`src/logic/periph_pkg.sv`:
```
package periph_pkg;

  localparam int byte_w = 8;

  typedef logic [byte_w-1:0] byte_t;

  // ########################################
  // status word layout
  // ########################################

  localparam int stat_busy     = 0;
  localparam int stat_rx_valid = 1;  // uart only
  localparam int sel_lsb       = 8;  // spi selects live in 15:8

  // ########################################
  // state machines
  // ########################################

  typedef enum logic [1:0] {
    uart_idle,
    uart_start,
    uart_data,
    uart_stop
  } uart_state_t;

  typedef enum logic [1:0] {
    spi_idle,
    spi_shift,
    spi_done
  } spi_state_t;

endpackage

```
`src/logic/io_map_pkg.sv`:
```
package io_map_pkg;

  localparam int addr_w = 11;
  localparam int data_w = 32;
  localparam int be_w   = data_w / 8;

  typedef logic [addr_w-1:0] addr_t;  // byte address in the i/o window
  typedef logic [data_w-1:0] word_t;
  typedef logic [be_w-1:0]   be_t;

  // ########################################
  // address map, inclusive byte ranges
  // ########################################

  localparam addr_t uart_base  = 11'h000;
  localparam addr_t uart_last  = 11'h007;  // data, status

  localparam addr_t input_base = 11'h010;
  localparam addr_t input_last = 11'h013;  // switches and keypad

  localparam addr_t spi_base   = 11'h020;
  localparam addr_t spi_last   = 11'h027;  // data, selects/status

endpackage
```
`src/logic/io_subsystem.sv`:
```
`timescale 1ns/1ns

module io_subsystem #(
  parameter int clks_per_bit = 8,
  parameter int sclk_div     = 2
) (
  input  logic              clk,
  input  logic              rst_n,
  input  logic              read,
  input  logic              write,
  input  io_map_pkg::addr_t address,
  input  io_map_pkg::word_t data_in,
  input  io_map_pkg::be_t   be,
  input  logic [15:0]       sw,
  input  logic [3:0]        kbd,
  input  logic              rx0,
  input  logic              miso,
  output io_map_pkg::word_t data_out,
  output logic              wait_out,
  output logic              tx0,
  output logic              sclk,
  output logic              mosi,
  output logic [7:0]        spi_selects,
  output logic              interrupt
);

  logic              uart_read;
  logic              uart_write;
  logic              spi_read;
  logic              spi_write;
  logic              done;
  io_map_pkg::word_t uart_rdata;
  io_map_pkg::word_t spi_rdata;

  io_decoder u_decoder (
    .clk        (clk),
    .rst_n      (rst_n),
    .read       (read),
    .write      (write),
    .address    (address),
    .sw         (sw),
    .kbd        (kbd),
    .uart_rdata (uart_rdata),
    .spi_rdata  (spi_rdata),
    .uart_read  (uart_read),
    .uart_write (uart_write),
    .spi_read   (spi_read),
    .spi_write  (spi_write),
    .done       (done),
    .data_out   (data_out),
    .wait_out   (wait_out)
  );

  uart_port #(
    .clks_per_bit (clks_per_bit)
  ) u_uart (
    .clk        (clk),
    .rst_n      (rst_n),
    .uart_read  (uart_read),
    .uart_write (uart_write),
    .done       (done),
    .reg_sel    (address[2]),  // word select inside the window
    .be         (be),
    .data_in    (data_in),
    .rdata      (uart_rdata),
    .tx         (tx0),
    .rx         (rx0),
    .interrupt  (interrupt)
  );

  spi_port #(
    .sclk_div (sclk_div)
  ) u_spi (
    .clk         (clk),
    .rst_n       (rst_n),
    .spi_read    (spi_read),
    .spi_write   (spi_write),
    .done        (done),
    .reg_sel     (address[2]),
    .be          (be),
    .data_in     (data_in),
    .rdata       (spi_rdata),
    .sclk        (sclk),
    .mosi        (mosi),
    .miso        (miso),
    .spi_selects (spi_selects)
  );

endmodule

```
`src/logic/io_decoder.sv`:
```
`timescale 1ns/1ns

module io_decoder (
  input  logic              clk,
  input  logic              rst_n,
  input  logic              read,
  input  logic              write,
  input  io_map_pkg::addr_t address,
  input  logic [15:0]       sw,
  input  logic [3:0]        kbd,
  input  io_map_pkg::word_t uart_rdata,
  input  io_map_pkg::word_t spi_rdata,
  output logic              uart_read,
  output logic              uart_write,
  output logic              spi_read,
  output logic              spi_write,
  output logic              done,
  output io_map_pkg::word_t data_out,
  output logic              wait_out
);

  logic [1:0]        iodelay;
  logic              access;
  logic              hit_uart;
  logic              hit_input;
  logic              hit_spi;
  io_map_pkg::word_t input_word;

  // single compare, a below base wraps to a large offset
  function automatic logic in_window(io_map_pkg::addr_t a,
                                     io_map_pkg::addr_t base,
                                     io_map_pkg::addr_t last);
    io_map_pkg::addr_t off;
    off = a - base;
    return off <= io_map_pkg::addr_t'(last - base);
  endfunction

  assign access = read | write;

  // ########################################
  // wait generation
  // ########################################

  always_ff @(posedge clk or negedge rst_n) begin
    if (!rst_n) begin
      iodelay <= 2'b11;
    end else if (access) begin
      iodelay <= {iodelay[0], 1'b0};
    end else begin
      iodelay <= 2'b11;
    end
  end

  assign wait_out = iodelay[0];
  assign done     = access & iodelay[1] & ~iodelay[0];  // one pulse per access

  // ########################################
  // decode and read mux
  // ########################################

  assign hit_uart  = in_window(address, io_map_pkg::uart_base, io_map_pkg::uart_last);
  assign hit_input = in_window(address, io_map_pkg::input_base, io_map_pkg::input_last);
  assign hit_spi   = in_window(address, io_map_pkg::spi_base, io_map_pkg::spi_last);

  assign uart_read  = read & hit_uart;
  assign uart_write = write & hit_uart;
  assign spi_read   = read & hit_spi;
  assign spi_write  = write & hit_spi;

  assign input_word = {12'h000, ~kbd, sw};  // keypad is active low

  always_comb begin
    data_out = '0;
    if (hit_uart) begin
      data_out = uart_rdata;
    end else if (hit_input && read) begin
      data_out = input_word;
    end else if (hit_spi) begin
      data_out = spi_rdata;
    end
  end

endmodule

```
`src/logic/spi_port.sv`:
```
`timescale 1ns/1ns

module spi_port #(
  parameter int sclk_div = 2
) (
  input  logic              clk,
  input  logic              rst_n,
  input  logic              spi_read,
  input  logic              spi_write,
  input  logic              done,
  input  logic              reg_sel,
  input  io_map_pkg::be_t   be,
  input  io_map_pkg::word_t data_in,
  output io_map_pkg::word_t rdata,
  output logic              sclk,
  output logic              mosi,
  input  logic              miso,
  output logic [7:0]        spi_selects
);

  localparam int cnt_w = (sclk_div > 1) ? $clog2(sclk_div) : 1;

  typedef logic [cnt_w-1:0] cnt_t;

  localparam cnt_t half_end = cnt_t'(sclk_div - 1);

  periph_pkg::spi_state_t state;
  cnt_t                   div_cnt;
  logic [2:0]             bit_cnt;
  periph_pkg::byte_t      tx_shift;
  periph_pkg::byte_t      rx_shift;
  periph_pkg::byte_t      rx_data;
  logic                   start;
  logic                   sel_load;
  logic                   half_tick;
  logic                   rise;
  logic                   fall;
  logic                   last_fall;
  logic                   busy;
  io_map_pkg::word_t      status;

  assign busy      = (state == periph_pkg::spi_shift);
  assign start     = done & spi_write & ~reg_sel & be[0] & (state == periph_pkg::spi_idle);
  assign sel_load  = done & spi_write & reg_sel & be[1];
  assign half_tick = busy && (div_cnt == half_end);
  assign rise      = half_tick & ~sclk;
  assign fall      = half_tick & sclk;
  assign last_fall = fall & (bit_cnt == 3'd7);

  // ########################################
  // mode 0 shift engine
  // ########################################

  always_ff @(posedge clk or negedge rst_n) begin
    if (!rst_n) begin
      state   <= periph_pkg::spi_idle;
      div_cnt <= '0;
      bit_cnt <= '0;
      sclk    <= 1'b0;
      mosi    <= 1'b0;
    end else begin
      case (state)
        periph_pkg::spi_idle: begin
          if (start) begin
            div_cnt <= '0;
            bit_cnt <= '0;
            mosi    <= data_in[periph_pkg::byte_w-1];  // msb ahead of first rise
            state   <= periph_pkg::spi_shift;
          end
        end
        periph_pkg::spi_shift: begin
          div_cnt <= half_tick ? '0 : div_cnt + 1'b1;
          if (half_tick) begin
            sclk <= ~sclk;
          end
          if (fall) begin
            bit_cnt <= bit_cnt + 3'd1;
            if (last_fall) begin
              state <= periph_pkg::spi_done;
            end else begin
              mosi <= tx_shift[periph_pkg::byte_w-2];
            end
          end
        end
        periph_pkg::spi_done: begin
          mosi  <= 1'b0;
          state <= periph_pkg::spi_idle;
        end
        default: begin
          state <= periph_pkg::spi_idle;
        end
      endcase
    end
  end

  always_ff @(posedge clk) begin
    if (start) begin
      tx_shift <= data_in[periph_pkg::byte_w-1:0];
    end else if (fall) begin
      tx_shift <= {tx_shift[periph_pkg::byte_w-2:0], 1'b0};
    end
    if (rise) begin
      rx_shift <= {rx_shift[periph_pkg::byte_w-2:0], miso};  // sample on rising edge
    end
    if (last_fall) begin
      rx_data <= rx_shift;
    end
  end

  always_ff @(posedge clk or negedge rst_n) begin
    if (!rst_n) begin
      spi_selects <= 8'hff;  // all deselected
    end else if (sel_load) begin
      spi_selects <= data_in[periph_pkg::sel_lsb +: 8];
    end
  end

  always_comb begin
    status = '0;
    status[periph_pkg::stat_busy]   = busy;
    status[periph_pkg::sel_lsb +: 8] = spi_selects;
  end

  always_comb begin
    rdata = '0;
    if (spi_read) begin
      rdata = reg_sel ? status : io_map_pkg::word_t'(rx_data);
    end
  end

endmodule

```
`src/logic/uart_port.sv`:
```
`timescale 1ns/1ns

module uart_port #(
  parameter int clks_per_bit = 8
) (
  input  logic              clk,
  input  logic              rst_n,
  input  logic              uart_read,
  input  logic              uart_write,
  input  logic              done,
  input  logic              reg_sel,
  input  io_map_pkg::be_t   be,
  input  io_map_pkg::word_t data_in,
  output io_map_pkg::word_t rdata,
  output logic              tx,
  input  logic              rx,
  output logic              interrupt
);

  localparam int cnt_w   = (clks_per_bit > 1) ? $clog2(clks_per_bit) : 1;
  localparam int half_m1 = (clks_per_bit > 1) ? clks_per_bit / 2 - 1 : 0;

  typedef logic [cnt_w-1:0] cnt_t;

  localparam cnt_t bit_end  = cnt_t'(clks_per_bit - 1);
  localparam cnt_t half_end = cnt_t'(half_m1);

  periph_pkg::uart_state_t tx_state;
  periph_pkg::uart_state_t rx_state;
  cnt_t                    tx_cnt;
  cnt_t                    rx_cnt;
  logic [2:0]              tx_bit;
  logic [2:0]              rx_bit;
  periph_pkg::byte_t       tx_byte;
  periph_pkg::byte_t       rx_shift;
  periph_pkg::byte_t       rx_data;
  logic                    tx_load;
  logic                    tx_tick;
  logic                    rx_tick;
  logic                    rx_store;
  logic                    rx_clear;
  logic                    rx_meta;
  logic                    rx_sync;
  logic                    rx_valid;
  io_map_pkg::word_t       status;

  assign tx_load  = done & uart_write & ~reg_sel & be[0] & (tx_state == periph_pkg::uart_idle);
  assign rx_clear = done & uart_read & ~reg_sel;  // completed data read
  assign tx_tick  = (tx_cnt == bit_end);
  assign rx_tick  = (rx_cnt == bit_end);
  assign rx_store = (rx_state == periph_pkg::uart_stop) & rx_tick & rx_sync;

  // ########################################
  // transmitter
  // ########################################

  always_ff @(posedge clk or negedge rst_n) begin
    if (!rst_n) begin
      tx_state <= periph_pkg::uart_idle;
      tx_cnt   <= '0;
      tx_bit   <= '0;
      tx       <= 1'b1;
    end else begin
      if (tx_state != periph_pkg::uart_idle) begin
        tx_cnt <= tx_tick ? '0 : tx_cnt + 1'b1;
      end
      case (tx_state)
        periph_pkg::uart_idle: begin
          if (tx_load) begin
            tx       <= 1'b0;  // start bit
            tx_cnt   <= '0;
            tx_state <= periph_pkg::uart_start;
          end
        end
        periph_pkg::uart_start: begin
          if (tx_tick) begin
            tx_bit   <= '0;
            tx       <= tx_byte[0];
            tx_state <= periph_pkg::uart_data;
          end
        end
        periph_pkg::uart_data: begin
          if (tx_tick) begin
            if (tx_bit == 3'd7) begin
              tx       <= 1'b1;  // stop bit
              tx_state <= periph_pkg::uart_stop;
            end else begin
              tx_bit <= tx_bit + 3'd1;
              tx     <= tx_byte[tx_bit + 3'd1];
            end
          end
        end
        default: begin
          if (tx_tick) begin
            tx_state <= periph_pkg::uart_idle;
          end
        end
      endcase
    end
  end

  // ########################################
  // receiver
  // ########################################

  always_ff @(posedge clk or negedge rst_n) begin
    if (!rst_n) begin
      rx_meta  <= 1'b1;
      rx_sync  <= 1'b1;
      rx_state <= periph_pkg::uart_idle;
      rx_cnt   <= '0;
      rx_bit   <= '0;
      rx_valid <= 1'b0;
    end else begin
      rx_meta <= rx;
      rx_sync <= rx_meta;
      if (rx_clear) begin
        rx_valid <= 1'b0;
      end
      case (rx_state)
        periph_pkg::uart_idle: begin
          rx_cnt <= '0;
          if (!rx_sync) begin
            rx_state <= periph_pkg::uart_start;
          end
        end
        periph_pkg::uart_start: begin
          if (rx_cnt == half_end) begin  // middle of start bit
            rx_cnt   <= '0;
            rx_bit   <= '0;
            rx_state <= rx_sync ? periph_pkg::uart_idle : periph_pkg::uart_data;
          end else begin
            rx_cnt <= rx_cnt + 1'b1;
          end
        end
        periph_pkg::uart_data: begin
          rx_cnt <= rx_tick ? '0 : rx_cnt + 1'b1;
          if (rx_tick) begin
            rx_bit <= rx_bit + 3'd1;
            if (rx_bit == 3'd7) begin
              rx_state <= periph_pkg::uart_stop;
            end
          end
        end
        default: begin
          rx_cnt <= rx_tick ? '0 : rx_cnt + 1'b1;
          if (rx_tick) begin
            rx_state <= periph_pkg::uart_idle;
          end
          if (rx_store) begin
            rx_valid <= 1'b1;  // new byte beats a clear
          end
        end
      endcase
    end
  end

  always_ff @(posedge clk) begin
    if (tx_load) begin
      tx_byte <= data_in[periph_pkg::byte_w-1:0];
    end
    if ((rx_state == periph_pkg::uart_data) && rx_tick) begin
      rx_shift[rx_bit] <= rx_sync;  // lsb first
    end
    if (rx_store) begin
      rx_data <= rx_shift;
    end
  end

  always_comb begin
    status = '0;
    status[periph_pkg::stat_busy]     = (tx_state != periph_pkg::uart_idle);
    status[periph_pkg::stat_rx_valid] = rx_valid;
  end

  always_comb begin
    rdata = '0;
    if (uart_read) begin
      rdata = reg_sel ? status : io_map_pkg::word_t'(rx_data);
    end
  end

  assign interrupt = rx_valid;

endmodule

```
`config.mk`:
```
export PLATFORM = sky130hd
export DESIGN_NAME = io_subsystem
export DESIGN_NICKNAME = d
export VERILOG_FILES = /design/src/logic/periph_pkg.sv /design/src/logic/io_map_pkg.sv /design/src/logic/io_subsystem.sv /design/src/logic/io_decoder.sv /design/src/logic/spi_port.sv /design/src/logic/uart_port.sv
export SDC_FILE = /design/constraint.sdc
export NUM_CORES = 1
export LEC_CHECK = 0
export BUFFER_PORTS_ARGS = -buffer_cell sky130_fd_sc_hd__clkbuf_2
export CAP_MARGIN = 10
export CORE_ASPECT_RATIO = 0.9
export CORE_UTILIZATION = 40
export CTS_CLUSTER_DIAMETER = 150
export DETAILED_ROUTE_END_ITERATION = 7
export GPL_TIMING_DRIVEN = 0
export PLACE_DENSITY = 0.61
export SLEW_MARGIN = 20
export SYNTH_ARGS = -nofsm -noshare
export SYNTH_HDL_FRONTEND = slang
export SYNTH_SLANG_ARGS = --single-unit
```
`constraint.sdc`:
```
create_clock -name clk -period 2.5 [get_ports clk]
set_clock_uncertainty 0.15 [all_clocks]
set_input_delay 0.125 -clock clk [delete_from_list [all_inputs] [get_ports clk]]
set_output_delay 0.125 -clock clk [all_outputs]
set_load 0.05 [all_outputs]
```
Word level (Yosys, flattened, before mapping)
Index checks and enable logic that the tools add are counted.
- memories kept: 0
- input bits: 73
- flip-flop bits (word level): 85
- ROM bits: 0
- bits in writable memories: 0
- bits in latches: 0
- bitwise gates (word level): 28
- multiply operators: 0
- equal/unequal tests: 26
- divide/modulo/power cells: 0
- shift-type cells: 0
- reduce and logical (&&, ||, !) cells: 27
- muxes and demuxes: 64
- $add $sub $neg: 8
- order comparisons: 6
- operators with widths (operator ; count):
    $mux W32 ; 5
    $mux W3 ; 13
    $mux W2 ; 15
    $pmux W3 S2 ; 4
    $and A1 B1 Y1 ; 23
    $le A11 B3 Y1 const B ; 2
    $ne A2 B1 Y1 const B ; 10
    $mux W16 ; 1
    $add A3 B1 Y3 const B ; 5
    $eq A3 B3 Y1 const B ; 5
    $mux W1 ; 14
    $mux W7 ; 2
    $pmux W2 S3 ; 2
    $reduce_and A4 Y1 ; 3
    $reduce_bool A2 Y1 ; 6
    $le A11 B2 Y1 const B ; 1
    $sub A11 B5 Y11 const B ; 1
    $sub A11 B6 Y11 const B ; 1
    $reduce_and A5 Y1 ; 2
    $reduce_and A3 Y1 ; 3
    $reduce_bool A3 Y1 ; 3
    $bwmux W8 ; 1
    $eq A2 B2 Y1 const B ; 4
    $lt A3 B4 Y1 const B ; 2
    other kinds (18) ; 31

Depth between registers and ports, before layout
Gate-level depths: netlist (run 1).
- depth after elaboration: 9
- depth in mapped cells: 8
- depth with buffers taken out: 7

Hierarchy
From an unflattened synthesis (run 1), not the netlist that was laid out.
- cells, all modules: 500
- area, all modules: 5231.3 um^2
- by module, submodules not included (module ; instances ; area an instance (um^2) ; cells each ; seq. area each (um^2)):
    uart_port ; 1 ; 2230.9 ; 182 ; 1224.9
    spi_port ; 1 ; 1924.3 ; 142 ; 1101.1
    io_decoder ; 1 ; 1076.0 ; 176 ; 52.6

Worst setup path before layout (run 1)
Ideal clock, no wire load.
- path type: input-to-output
- start point: input address[5]
- end point: output data_out[0]
- setup slack: 0.087 ns
- data required time: 2.225 ns
- arrival: 2.138 ns
- stages on the path: 8
- buffers on the path: 1
- path through: inv_1 ha_1 a21boi_0 xnor2_1 and3_1 buf_2 a21oi_1 a22oi_1
- word-level cells in the longest chain between the ends: 7
- RTL lines (what ; RTL line ; RTL):
    from (decl) ; io_subsystem.sv:11 ; input io_map_pkg::addr_t address,
    $sub A11 B6 Y11 ; io_decoder.sv:34 ; off = a - base;
    $le A11 B3 Y1 ; io_decoder.sv:35 ; return off <= io_map_pkg::addr_t'(last - base);
    $and A1 B1 Y1 ; io_decoder.sv:67 ; assign spi_read = read & hit_spi;
    $mux W32 ; spi_port.sv:126 ; if (spi_read) begin
    $mux W32 ; io_decoder.sv:78 ; end else if (hit_spi) begin
    $mux W32 ; io_decoder.sv:76 ; end else if (hit_input && read) begin
    $mux W32 * ; io_decoder.sv:74 ; if (hit_uart) begin
    to (decl) ; io_subsystem.sv:18 ; output io_map_pkg::word_t data_out,
Every way passes the cells marked *; elsewhere a longest branch is shown, timed or not.

Final worst setup path (run 1)
- start point: input address[4]
- end point: output data_out[0]
Same word-level chain as after synthesis.

==> results of run 1 <==
## cells in the mapped netlist, drive strengths merged, types with 6 or more instances
cell     n
edfxtp  47
mux2i    7
mux2    21
inv     24
buf     18
and3     8
a22o    14
ha      31
dfstp   13
a22oi    9
nor2    27
a21oi   13
nand2   25
dfrtp   25
a21o     9
clkbuf   6
nand3    7
## registers in the layout, indices dropped and copies added, names as in the netlist, 3 cells and up
name and flops:
u_spi.spi_selects 8, u_uart.tx_bit 3, u_uart.rx_bit 3, u_uart.rx_shift 8
u_uart.tx_byte 8, u_uart.rx_cnt 3, u_spi.rx_data 8, u_uart.rx_data 8
u_uart.tx_cnt 3, u_spi.rx_shift 8, u_spi.bit_cnt 3, u_spi.tx_shift 7
## repair_timing
item | CTS | global route
setup buffers | 1 | 0
resized for setup | 4 | 5
pin swaps | 0 | 0
hold buffers | 21 | 0
endpoints found under the setup margin | 8 | 29
endpoints found under the hold margin | 50 | 0
## area by class of cell
type                            count  share of cell area
Buffer                             22              0.0251
Clock buffer                        9              0.0392
Clock inverter                      7              0.0179
Inverter                           24              0.0157
Multi-Input combinational cell    250               0.341
Sequential cell                    85               0.414
Tap cell                          152              0.0331
Timing Repair Buffer              108               0.113
## routing by layer
| metal | track usage | vias up | share of wire |
|---|---|---|---|
| met2 | 0.282 | 92 | 0.48 |
| met4 | 0.0519 | 0 | 0.012 |
| li1 | - | 1593 | - |
| met3 | 0.0500 | 11 | 0.054 |
| met1 | 0.217 | 1579 | 0.45 |
| met5 | 0 | - | 0 |
## power by group through the flow
stage	Combinational, mW	Sequential (mW)	Clock (mW)
final	0.510	1.58	1.46
after global routing	0.583	1.58	1.55
after CTS	0.512	1.57	1.50
after detailed placement	0.482	1.60	0
after global placement	0.463	1.60	0
after floorplan	0.322	1.61	0
## placed cells by master, fill, tap and decap left out, types with 9 or more instances in the layout
cell type       n
edfxtp_1       47
clkbuf_2       84
mux2_2         15
clkbuf_16       9
dfrtp_1        25
ha_1           30
a22o_1         14
a21oi_1        11
dlygate4sd3_1  21
dfstp_2        13
nor2_1         27
buf_4          15
a21o_1          9
inv_1          23
conb_1         12
a22oi_1         9
nand2_1        25
## cells by family after synthesis
group                    after synthesis
AND/OR/NAND/NOR                       99
flip-flops                            85
AO/OA/AOI/OAI                         73
buffers and inverters                 48
adder cells (fa/ha/maj)               31
multiplexers                          30
XOR/XNOR                               5
other                                  1
## final timing paths
path	startpoint	to	slack, ns
setup / recovery	address[4]	data_out[0]	0.16
hold / removal	read	u_decoder.iodelay[1]	0.12
setup reg to reg	u_decoder.iodelay[1]	u_spi.bit_cnt[0]	0.21
hold reg to reg	u_uart.rx_meta	u_uart.rx_sync	0.21
max in group asynchronous	rst_n	u_uart.tx_cnt[0]	1.30
min in group asynchronous	rst_n	u_uart.tx_bit[2]	0.31
## critical path, cell delays in order
cell and delay (ns):
clkbuf_2 0.15, inv_1 0.13, ha_1 0.15, or4b_1 0.45
nor3_2 0.23, or2_2 0.20, buf_2 0.24, a22oi_1 0.16
buf_4 0.22
## through the flow
stage | setup TNS, ns | area, um2
2_1_floorplan | 0 | 4550
3_3_place_gp | -2.08 | 5170
3_5_place_dp | -2.43 | 5170
4_1_cts | 0 | 5740
5_1_grt | 0 | 5740
6_report | 0 | 5740
==> metrics.md, run 1 <==
| Metric | Value |
|---|---|
| Clock power frac | `0.412` |
| Die width | `114 um` |
| Worst Hold Slack | `0.119 ns` |
| Total GRT Usage | `0.170` |
| WP data arrival | `2.06 ns` |
| Unique cell type count in the Yosys netlist | `60` |
| Detailed-route wire length | `9800 um` |
| Most area-consuming cells after synthesis | `edfxtp_1 31%, dfrtp_1 14%, ha_1 8.6%, dfstp_2 7.6%, mux2_2 3.7%` |
| PD cells | `618 mW/mm2` |
| Reg2Reg Depth | `5` |
| Via count | `3,275` |
| Period utilization | `0.934` |
| Clk buf depth | `2` |
| Slew @ Worst Pin | `0.932 ns` |
| Post-DP HPWL | `7020 um` |
| DRC | `0` |
| Multi-input logic area | `0.00196 mm2` |
| Initial Util | `0.414` |
| Wire per inst | `14.9 um` |
| Synth warnings | `0` |
| Mapped Area | `0.00451 mm2` |
| Asr flop ratio synth | `0.447` |
| Pint | `2.62 mW` |
| Final count of hold timing violations | `0` |
| RSZ-0062 raised after global routing | `false` |
| Rows | `36` |
| Vias per std cell | `4.98` |
| Post-Synth Simple-Gate Area | `0.119` |
| Setup violators final | `0` |
| I/O pins | `118` |
| Ys flop type | `edfxtp_1` |
| FILL cells | `986` |
| H-tree levels | `3` |
| FF+latch area | `0.00238 mm2` |
| Yosys top cell by area | `edfxtp_1` |
| Sw frac | `0.260` |
| Largest net degree at the start of global routing | `39` |
| Clock net sink count | `85` |
| Xor/xnor share of the synthesized area | `0.00970` |
| Synth Register Bits | `85` |
| ANT nets after route | `0` |
| Proportion of synthesized area in mux cells | `0.0829` |
| Max_cap viols | `0` |
| Peak VDD IR | `442 uV` |
| EDFF count, synth | `47` |
| Leak Pwr | `2.65 nW` |
| Compound-Gate Fraction of Synth Area | `0.121` |
| Cts bufs inserted | `9` |
| Final core utilization | `0.527` |
| # port buffers | `86` |
| Worst rel slew slack | `0.379` |
| Nature of the critical path endpoint | `output port` |
| Core Area | `0.0109 mm2` |
| Combinational power share | `0.144` |
| DP Worst Slack | `-0.224 ns` |
| Vias in the first global route | `3,019` |
| Crit Path Class | `primary input to output port` |
| CTS tree | `yes` |
| DP Cell Count | `621` |
| Overall Power | `3.55 mW` |
| Final number of max-transition violations | `0` |
| CTS Root Cell | `clkbuf_16` |
| Cell depth of the worst hold path | `3` |
| Initial antenna violation count | `0` |
| Mean post-synth cell area | `12.1 um2` |
| Sequential fraction of the synthesis area | `0.527` |
| Non-Filler Instances | `657` |
| GR Overflow Total | `0` |
| Worst setup SP type | `primary input` |
| Share of layout cells above drive strength 1 | `0.349` |
| DRT Pass-1 Iters | `4` |
| Die Y | `103 um` |
| Area share of fa/ha/maj cells after synthesis | `0.0859` |
| DRT iter0 DRCs | `221` |
| Sw power | `924 uW` |
| Clk_lat worst skew | `0.34 ns` |
| Area of the die | `0.0117 mm2` |
| Top cell type's share of synthesized area | `0.313` |
| Post-Synthesis Cells | `372` |
| Diodes inserted | `0` |
| Worst hold-check path type | `primary input to register` |
| P&R area growth vs syn | `27.2%` |
| Worst-path clk slew | `0.07 ns` |
| Period minus WS final | `2.34 ns` |
| Largest family of logic cells by synthesized area | `compound AO/OA/AOI/OAI gates` |
| Crit Path Max Fanout | `10` |
| Fmax | `428 MHz` |
| Final worst slack | `0.164 ns` |
| Final nets | `604` |
| Final RePlAce weighted congestion | `0.800` |
| First-pass GRT wire length | `15,100 um` |
| Outcome | `complete, no violations` |
| Sequential Power Share | `0.444` |
| Critical Path RT | `2.23 ns` |
Note: power is estimated with default switching activity, not from simulation.
==> run 2, diff against run 1 <==
--- a/config.mk
+++ b/config.mk
@@ -9,6 +9,7 @@
 export CAP_MARGIN = 10
 export CORE_ASPECT_RATIO = 0.9
 export CORE_UTILIZATION = 40
+export CTS_BUF_LIST = sky130_fd_sc_hd__clkbuf_4
 export CTS_CLUSTER_DIAMETER = 150
 export DETAILED_ROUTE_END_ITERATION = 7
 export GPL_TIMING_DRIVEN = 0
==> metrics.md, run 2 (synthesized netlist as in run 1, its figures left out) <==
| Metric | Value |
|---|---|
| Outcome | `complete, no violations (unchanged)` |
| Total GRT Usage | `0.171 (was 0.170)` |
| Worst rel slew slack | `0.395 (was 0.379)` |
| Critical Path RT | `2.23 ns (about the same)` |
| H-tree levels | `3 (unchanged)` |
| Initial Util | `0.414 (unchanged)` |
| WP data arrival | `2.06 ns (about the same)` |
| Peak VDD IR | `338 uV (was 442 uV)` |
| Slew @ Worst Pin | `0.908 ns (was 0.932 ns)` |
| Share of layout cells above drive strength 1 | `0.345 (was 0.349)` |
| Worst setup SP type | `primary input (unchanged)` |
| Core Area | `0.0109 mm2 (unchanged)` |
| CTS tree | `yes (unchanged)` |
| Rows | `36 (unchanged)` |
| Sw frac | `0.284 (was 0.260)` |
| Initial antenna violation count | `0 (unchanged)` |
| Detailed-route wire length | `9750 um (was 9800 um)` |
| Die Y | `103 um (unchanged)` |
| Final nets | `612 (was 604)` |
| Die width | `114 um (unchanged)` |
| Vias per std cell | `4.91 (was 4.98)` |
| Multi-input logic area | `0.00196 mm2 (about the same)` |
| Worst hold-check path type | `primary input to register (unchanged)` |
| DRC | `0 (unchanged)` |
| Most frequent cells in the layout | `84 x clkbuf_2, 47 x edfxtp_1, 29 x ha_1, 29 x dlygate4sd3_1, 27 x nor2_1 (was 84 x clkbuf_2, 47 x edfxtp_1, 30 x ha_1)` |
| CP Buf/Inv Count | `4 (unchanged)` |
| Cell Area, Placed | `0.00517 mm2 (unchanged)` |
| DRT iter0 DRCs | `174 (was 221)` |
| Post-DP HPWL | `7020 um (unchanged)` |
| Cell depth of the worst hold path | `5 (was 3)` |
| Combinational power share | `0.169 (was 0.144)` |
| Fmax | `428 MHz (about the same)` |
| Sw power | `856 uW (was 924 uW)` |
| Max_cap viols | `0 (unchanged)` |
| Cell depth of the worst setup path | `10 (was 9)` |
| Crit Path Max Fanout | `7 (was 10)` |
| Crit Path Class | `primary input to output port (unchanged)` |
| Worst r2r src | `u_decoder.iodelay[1] (unchanged)` |
| P&R area growth vs syn | `25.5% (was 27.2%)` |
| Period utilization | `0.934 (about the same)` |
| Top cell family by delay on the critical path | `buffers and inverters (was simple AND/OR/NAND/NOR gates)` |
| Pint | `2.16 mW (was 2.62 mW)` |
| Final RePlAce weighted congestion | `0.800 (unchanged)` |
| Clk buf depth | `2 (unchanged)` |
| Clk_lat worst skew | `0.43 ns (was 0.34 ns)` |
| Via count | `3,267 (was 3,275)` |
| CTS Root Cell | `clkbuf_4 (was clkbuf_16)` |
| RSZ-0062 raised after global routing | `false (unchanged)` |
| Area of the die | `0.0117 mm2 (unchanged)` |
| Top cell by count, worst path | `clkbuf_2` |
| DRT Pass-1 Iters | `4 (unchanged)` |
| # port buffers | `86 (unchanged)` |
| Final number of max-transition violations | `0 (unchanged)` |
| Commonest non-fill, non-tap cell in the layout | `clkbuf_2 (unchanged)` |
| HP Start | `read (unchanged)` |
| GR Overflow Total | `0 (unchanged)` |
| Leak Pwr | `2.63 nW (was 2.65 nW)` |
| Slowest stage delay, CP | `0.28 ns (was 0.45 ns)` |
| Diodes inserted | `0 (unchanged)` |
| I/O pins | `118 (unchanged)` |
| FILL cells | `1,002 (was 986)` |
| Largest net degree at the start of global routing | `39 (unchanged)` |
| Nature of the critical path endpoint | `output port (unchanged)` |
| Final core utilization | `0.520 (was 0.527)` |
| Reg2Reg Depth | `5 (unchanged)` |
| Clock power frac | `0.307 (was 0.412)` |
| Setup violators final | `0 (unchanged)` |
| Worst path cell trace | `clkbuf_2, inv_2, ha_2, xor2_1, nor4_4, and2_4, nor3b_4, buf_4, a21o_1, clkbuf_2 (was clkbuf_2, inv_1, ha_1, or4b_1, nor3_2, or2_2, buf_2, a22oi_1, buf_4)` |
| Worst-path clk slew | `0.14 ns (was 0.07 ns)` |
| Final count of hold timing violations | `0 (unchanged)` |
| DP Cell Count | `621 (unchanged)` |
| Sequential Power Share | `0.523 (was 0.444)` |
| Non-Filler Instances | `665 (was 657)` |
| Wire per inst | `14.7 um (was 14.9 um)` |
| PD cells | `532 mW/mm2 (was 618 mW/mm2)` |
| Clock net sink count | `85 (unchanged)` |
| ANT nets after route | `0 (unchanged)` |
| Vias in the first global route | `3,055 (was 3,019)` |
| Cts bufs inserted | `9 (unchanged)` |
| Worst Setup SP | `address[5] (was address[4])` |
| Period minus WS final | `2.34 ns (about the same)` |
| FF+latch area | `0.00238 mm2 (unchanged)` |
| First-pass GRT wire length | `15,200 um (was 15,100 um)` |
| Fin area | `0.00567 mm2 (was 0.00574 mm2)` |
| Worst path slowest cell | `clkbuf_2 (was or4b_1)` |
==> run 2: path summary, 6_finish.rpt <==
path                               endpoint  slack (ns)
max                             data_out[5]        0.16
min                        u_uart.interrupt        0.08
max reg2reg                u_spi.bit_cnt[0]        0.20
min reg2reg                  u_uart.rx_sync        0.22
max in group asynchronous        u_spi.mosi        1.44
min in group asynchronous  u_uart.tx_bit[0]        0.18
==> run 2: per-stage QoR <==
step                      setup slack, ns  TNS (ns)  hold WS [ns]  power, mW
after global routing               0.0245         0        0.0737       3.19
after CTS                          0.0165         0        0.0337       3.05
after floorplan                    0.0874         0        -0.321       1.93
after global placement             -0.218     -2.08        0.0682       2.06
after detailed placement           -0.224     -2.43        0.0670       2.08
final                               0.165         0        0.0783       3.01
==> run 2: power by group through the flow <==
stage               clock network [mW]  logic, mW  registers [mW]
floorplan                            0      0.322            1.61
global placement                     0      0.463            1.60
detailed placement                   0      0.482            1.60
CTS                              0.963      0.513            1.57
global route                      1.02      0.585            1.58
finish                           0.926      0.510            1.58
==> run 2: area by class of cell <==
cell class              count  share of cell area
clock inverters             7              0.0181
repair buffers            116               0.129
plain buffers              22              0.0254
multi-input cells         250               0.346
flip-flops and latches     85               0.420
well taps                 152              0.0336
inverters                  24              0.0159
clock buffers               9              0.0119
==> run 2: metal layers <==
| metal | global-route usage | vias to the layer above | part of all wire | wire, um |
|---|---|---|---|---|
| li1 | - | 1615 | - | - |
| met1 | 0.221 | 1573 | 0.46 | 4460 |
| met2 | 0.286 | 67 | 0.49 | 4750 |
| met3 | 0.0406 | 12 | 0.042 | 410 |
| met4 | 0.0519 | 0 | 0.013 | 125 |
| met5 | 0 | - | 0 | 0 |
==> run 2: worst register-to-register path, stage by stage (launching register included) <==
cell and delay [ns]:
dfstp_2 0.56, and3b_1 0.26, and3b_1 0.37, nand3_2 0.22, a21oi_2 0.29, mux2_2 0.36
==> run 2: what timing repair did <==
item,in CTS,in global routing
setup buffers,1,0
setup endpoints to repair,8,21
hold buffers,29,0
endpoints found under the hold margin,53,0
resized for setup,4,6
==> run 3, diff against run 2 <==
==> constraint.sdc (replaced) <==
create_clock -name clk -period 2.8 [get_ports clk]
set_clock_uncertainty 0.15 [all_clocks]
set_input_delay 0.14 -clock clk [delete_from_list [all_inputs] [get_ports clk]]
set_output_delay 0.14 -clock clk [all_outputs]
set_load 0.05 [all_outputs]
==> metrics.md, run 3 (synthesized netlist as in run 1, its figures left out) <==
| Metric | Value |
|---|---|
| Post-DP HPWL | `7020 um (unchanged)` |
| Post-CTS Setup Bufs | `0 (was 1)` |
| Worst r2r src | `u_decoder.iodelay[1] (unchanged)` |
| Initial antenna violation count | `0 (unchanged)` |
| Clk buf depth | `2 (unchanged)` |
| Core Area | `0.0109 mm2 (unchanged)` |
| Largest net degree at the start of global routing | `39 (unchanged)` |
| First-pass GRT wire length | `15,100 um (was 15,200 um)` |
| Die Y | `103 um (unchanged)` |
| Worst hold-check path type | `primary input to register (unchanged)` |
| Hold Crit Endpoint | `u_spi.spi_selects[1] (was u_uart.interrupt)` |
| Top cell family by delay on the critical path | `buffers and inverters (unchanged)` |
| Outcome | `complete, no violations (unchanged)` |
| CTS tree | `yes (unchanged)` |
| Cts bufs inserted | `9 (unchanged)` |
| Area of the die | `0.0117 mm2 (unchanged)` |
| Sw power | `766 uW (was 856 uW)` |
| R2R Setup Slk | `0.40 ns (was 0.20 ns)` |
| Pint | `1.92 mW (was 2.16 mW)` |
| Leak Pwr | `2.63 nW (about the same)` |
| Clock net sink count | `85 (unchanged)` |
| Period utilization | `0.941` |
| Vias in the first global route | `3,038 (was 3,055)` |
| Setup violators final | `0 (unchanged)` |
| Final nets | `612 (unchanged)` |
| Vias per std cell | `4.98 (was 4.91)` |
| Sequential Power Share | `0.523 (about the same)` |
| Share of layout cells above drive strength 1 | `0.331 (was 0.345)` |
| Worst reg2reg path endpoint | `u_spi.bit_cnt[0] (unchanged)` |
| Via count | `3,310 (was 3,267)` |
| Cell Area, Placed | `0.00517 mm2 (unchanged)` |
| GR Overflow Total | `0 (unchanged)` |
| Final count of hold timing violations | `0 (unchanged)` |
| PD cells | `477 mW/mm2 (was 532 mW/mm2)` |
| DP Cell Count | `621 (unchanged)` |
| Clk_lat worst skew | `0.44 ns (was 0.43 ns)` |
| # port buffers | `86 (unchanged)` |
| Fmax | `380 MHz` |
| Max_cap viols | `0 (unchanged)` |
| Worst rel slew slack | `0.351 (was 0.395)` |
| H-tree levels | `3 (unchanged)` |
| DRC | `0 (unchanged)` |
| I/O pins | `118 (unchanged)` |
| Worst path cell trace | `inv_1, ha_1, clkbuf_1, mux2_2, nand4b_1, a22oi_1, clkbuf_4 (was clkbuf_2, inv_2, ha_2, xor2_1, nor4_4, and2_4, nor3b_4, buf_4, a21o_1, clkbuf_2)` |
| P&R area growth vs syn | `24.9% (was 25.5%)` |
| CTS Root Cell | `clkbuf_4 (unchanged)` |
| Die width | `114 um (unchanged)` |
| Slowest stage delay, CP | `0.41 ns (was 0.28 ns)` |
| Worst setup SP type | `register (was primary input)` |
| Combinational power share | `0.169 (about the same)` |
| Final core utilization | `0.517 (was 0.520)` |
| Final number of max-transition violations | `0 (unchanged)` |
| RSZ-0062 raised after global routing | `false (unchanged)` |
| FF+latch area | `0.00238 mm2 (unchanged)` |
| Wire per inst | `14.7 um (about the same)` |
| Total GRT Usage | `0.170 (was 0.171)` |
| Nature of the critical path endpoint | `output port (unchanged)` |
| Initial Util | `0.414 (unchanged)` |
| Non-Filler Instances | `665 (unchanged)` |
| Crit Path Class | `register to output port (was primary input to output port)` |
| Crit Path Max Fanout | `10 (was 7)` |
| Cell depth of the worst hold path | `3 (was 5)` |
| Period minus WS final | `2.63 ns` |
| Most frequent cells in the layout | `84 x clkbuf_2, 47 x edfxtp_1, 31 x ha_1 (was 84 x clkbuf_2, 47 x edfxtp_1, 29 x ha_1, 29 x dlygate4sd3_1, 27 x nor2_1)` |
| Detailed-route wire length | `9740 um (was 9750 um)` |
| TNS Setup | `0 ns (unchanged)` |
| ANT nets after route | `0 (unchanged)` |
| Peak VDD IR | `301 uV (was 338 uV)` |
| Fin area | `0.00564 mm2 (was 0.00567 mm2)` |
| Reg2Reg Depth | `6 (was 5)` |
| Multi-input logic area | `0.00195 mm2 (was 0.00196 mm2)` |
| Diodes inserted | `0 (unchanged)` |
| Sw frac | `0.285 (was 0.284)` |
| Worst-path clk slew | `0.14 ns (about the same)` |
| DRT Pass-1 Iters | `4 (unchanged)` |
| HP Start | `be[1] (was read)` |
| WP data arrival | `2.34 ns (was 2.06 ns)` |
| DRT iter0 DRCs | `183 (was 174)` |
| FILL cells | `998 (was 1,002)` |
| Slew @ Worst Pin | `0.966 ns (was 0.908 ns)` |
| Final RePlAce weighted congestion | `0.800 (unchanged)` |
| Worst path slowest cell | `dfrtp_1 (was clkbuf_2)` |
| Rows | `36 (unchanged)` |
| Clock power frac | `0.308 (was 0.307)` |
| CP Buf/Inv Count | `3 (was 4)` |
| Commonest non-fill, non-tap cell in the layout | `clkbuf_2 (unchanged)` |
| Critical Path RT | `2.51 ns (was 2.23 ns)` |
run 3: cell types whose count changed in the layout (fill, tap and decap cells not counted), moves of 2 or more:
cell	change
clkbuf_1	+2
ha_1	+2
nor3_1	+2
buf_4	-3
nor3_2	-2
ha_2	-2
run 3: worst max path at each step:
stage | from | end | slack (ns) | depth (start not counted)
3_3_place_gp | address[5] | u_uart.tx_byte[5] | 0.07 | 8
2_1_floorplan | address[5] | data_out[0] | 0.36 | 8
5_1_grt | address[5] | data_out[0] | 0.001 | 10
4_1_cts | u_spi.state[1] | data_out[0] | 0.11 | 7
3_5_place_dp | address[5] | u_uart.tx_byte[5] | 0.06 | 8
6_report | u_spi.state[1] | data_out[0] | 0.17 | 7
run 3: tightest hold or removal path, cell delays in order:
cell and delay, ns:
clkbuf_2 0.12, nand4_4 0.17, mux2_2 0.17
run 3: per-layer routing:
layer  share of wire  vias to the layer above  track usage
met1            0.46                     1606        0.221
li1                -                     1615            -
met3           0.040                       10       0.0412
met4           0.012                        0       0.0529
met2            0.49                       79        0.283
met5               0                        -            0
run 3: repair_timing:
| item | CTS | global route |
|---|---|---|
| hold buffers | 28 | 0 |
| resized for setup | 0 | 3 |
| endpoints found under the setup margin | 0 | 5 |
| endpoints found under the hold margin | 53 | 0 |
run 3: cell type report:
type | count | share of cell area
Multi-Input combinational cell | 250 | 0.345
Inverter | 24 | 0.0160
Clock inverter | 7 | 0.0182
Tap cell | 152 | 0.0337
Clock buffer | 9 | 0.0120
Sequential cell | 85 | 0.422
Buffer | 24 | 0.0264
Timing Repair Buffer | 114 | 0.127
run 3: power groups by stage:
stage	logic, mW	clock network (mW)	registers [mW]
2_1_floorplan	0.288	0	1.44
3_3_place_gp	0.413	0	1.43
3_5_place_dp	0.430	0	1.43
4_1_cts	0.456	0.859	1.41
5_1_grt	0.521	0.910	1.41
6_report	0.455	0.828	1.41
run 3: stage by stage:
stage / hold WS [ns] / total power [mW] / worst slack [ns]
6_report: 0.0437 / 2.69 / 0.167
5_1_grt: 0.0167 / 2.84 / 0.00122
4_1_cts: 0.00330 / 2.72 / 0.109
3_5_place_dp: 0.0820 / 1.86 / 0.0611
3_3_place_gp: 0.0832 / 1.84 / 0.0672
2_1_floorplan: -0.306 / 1.72 / 0.357
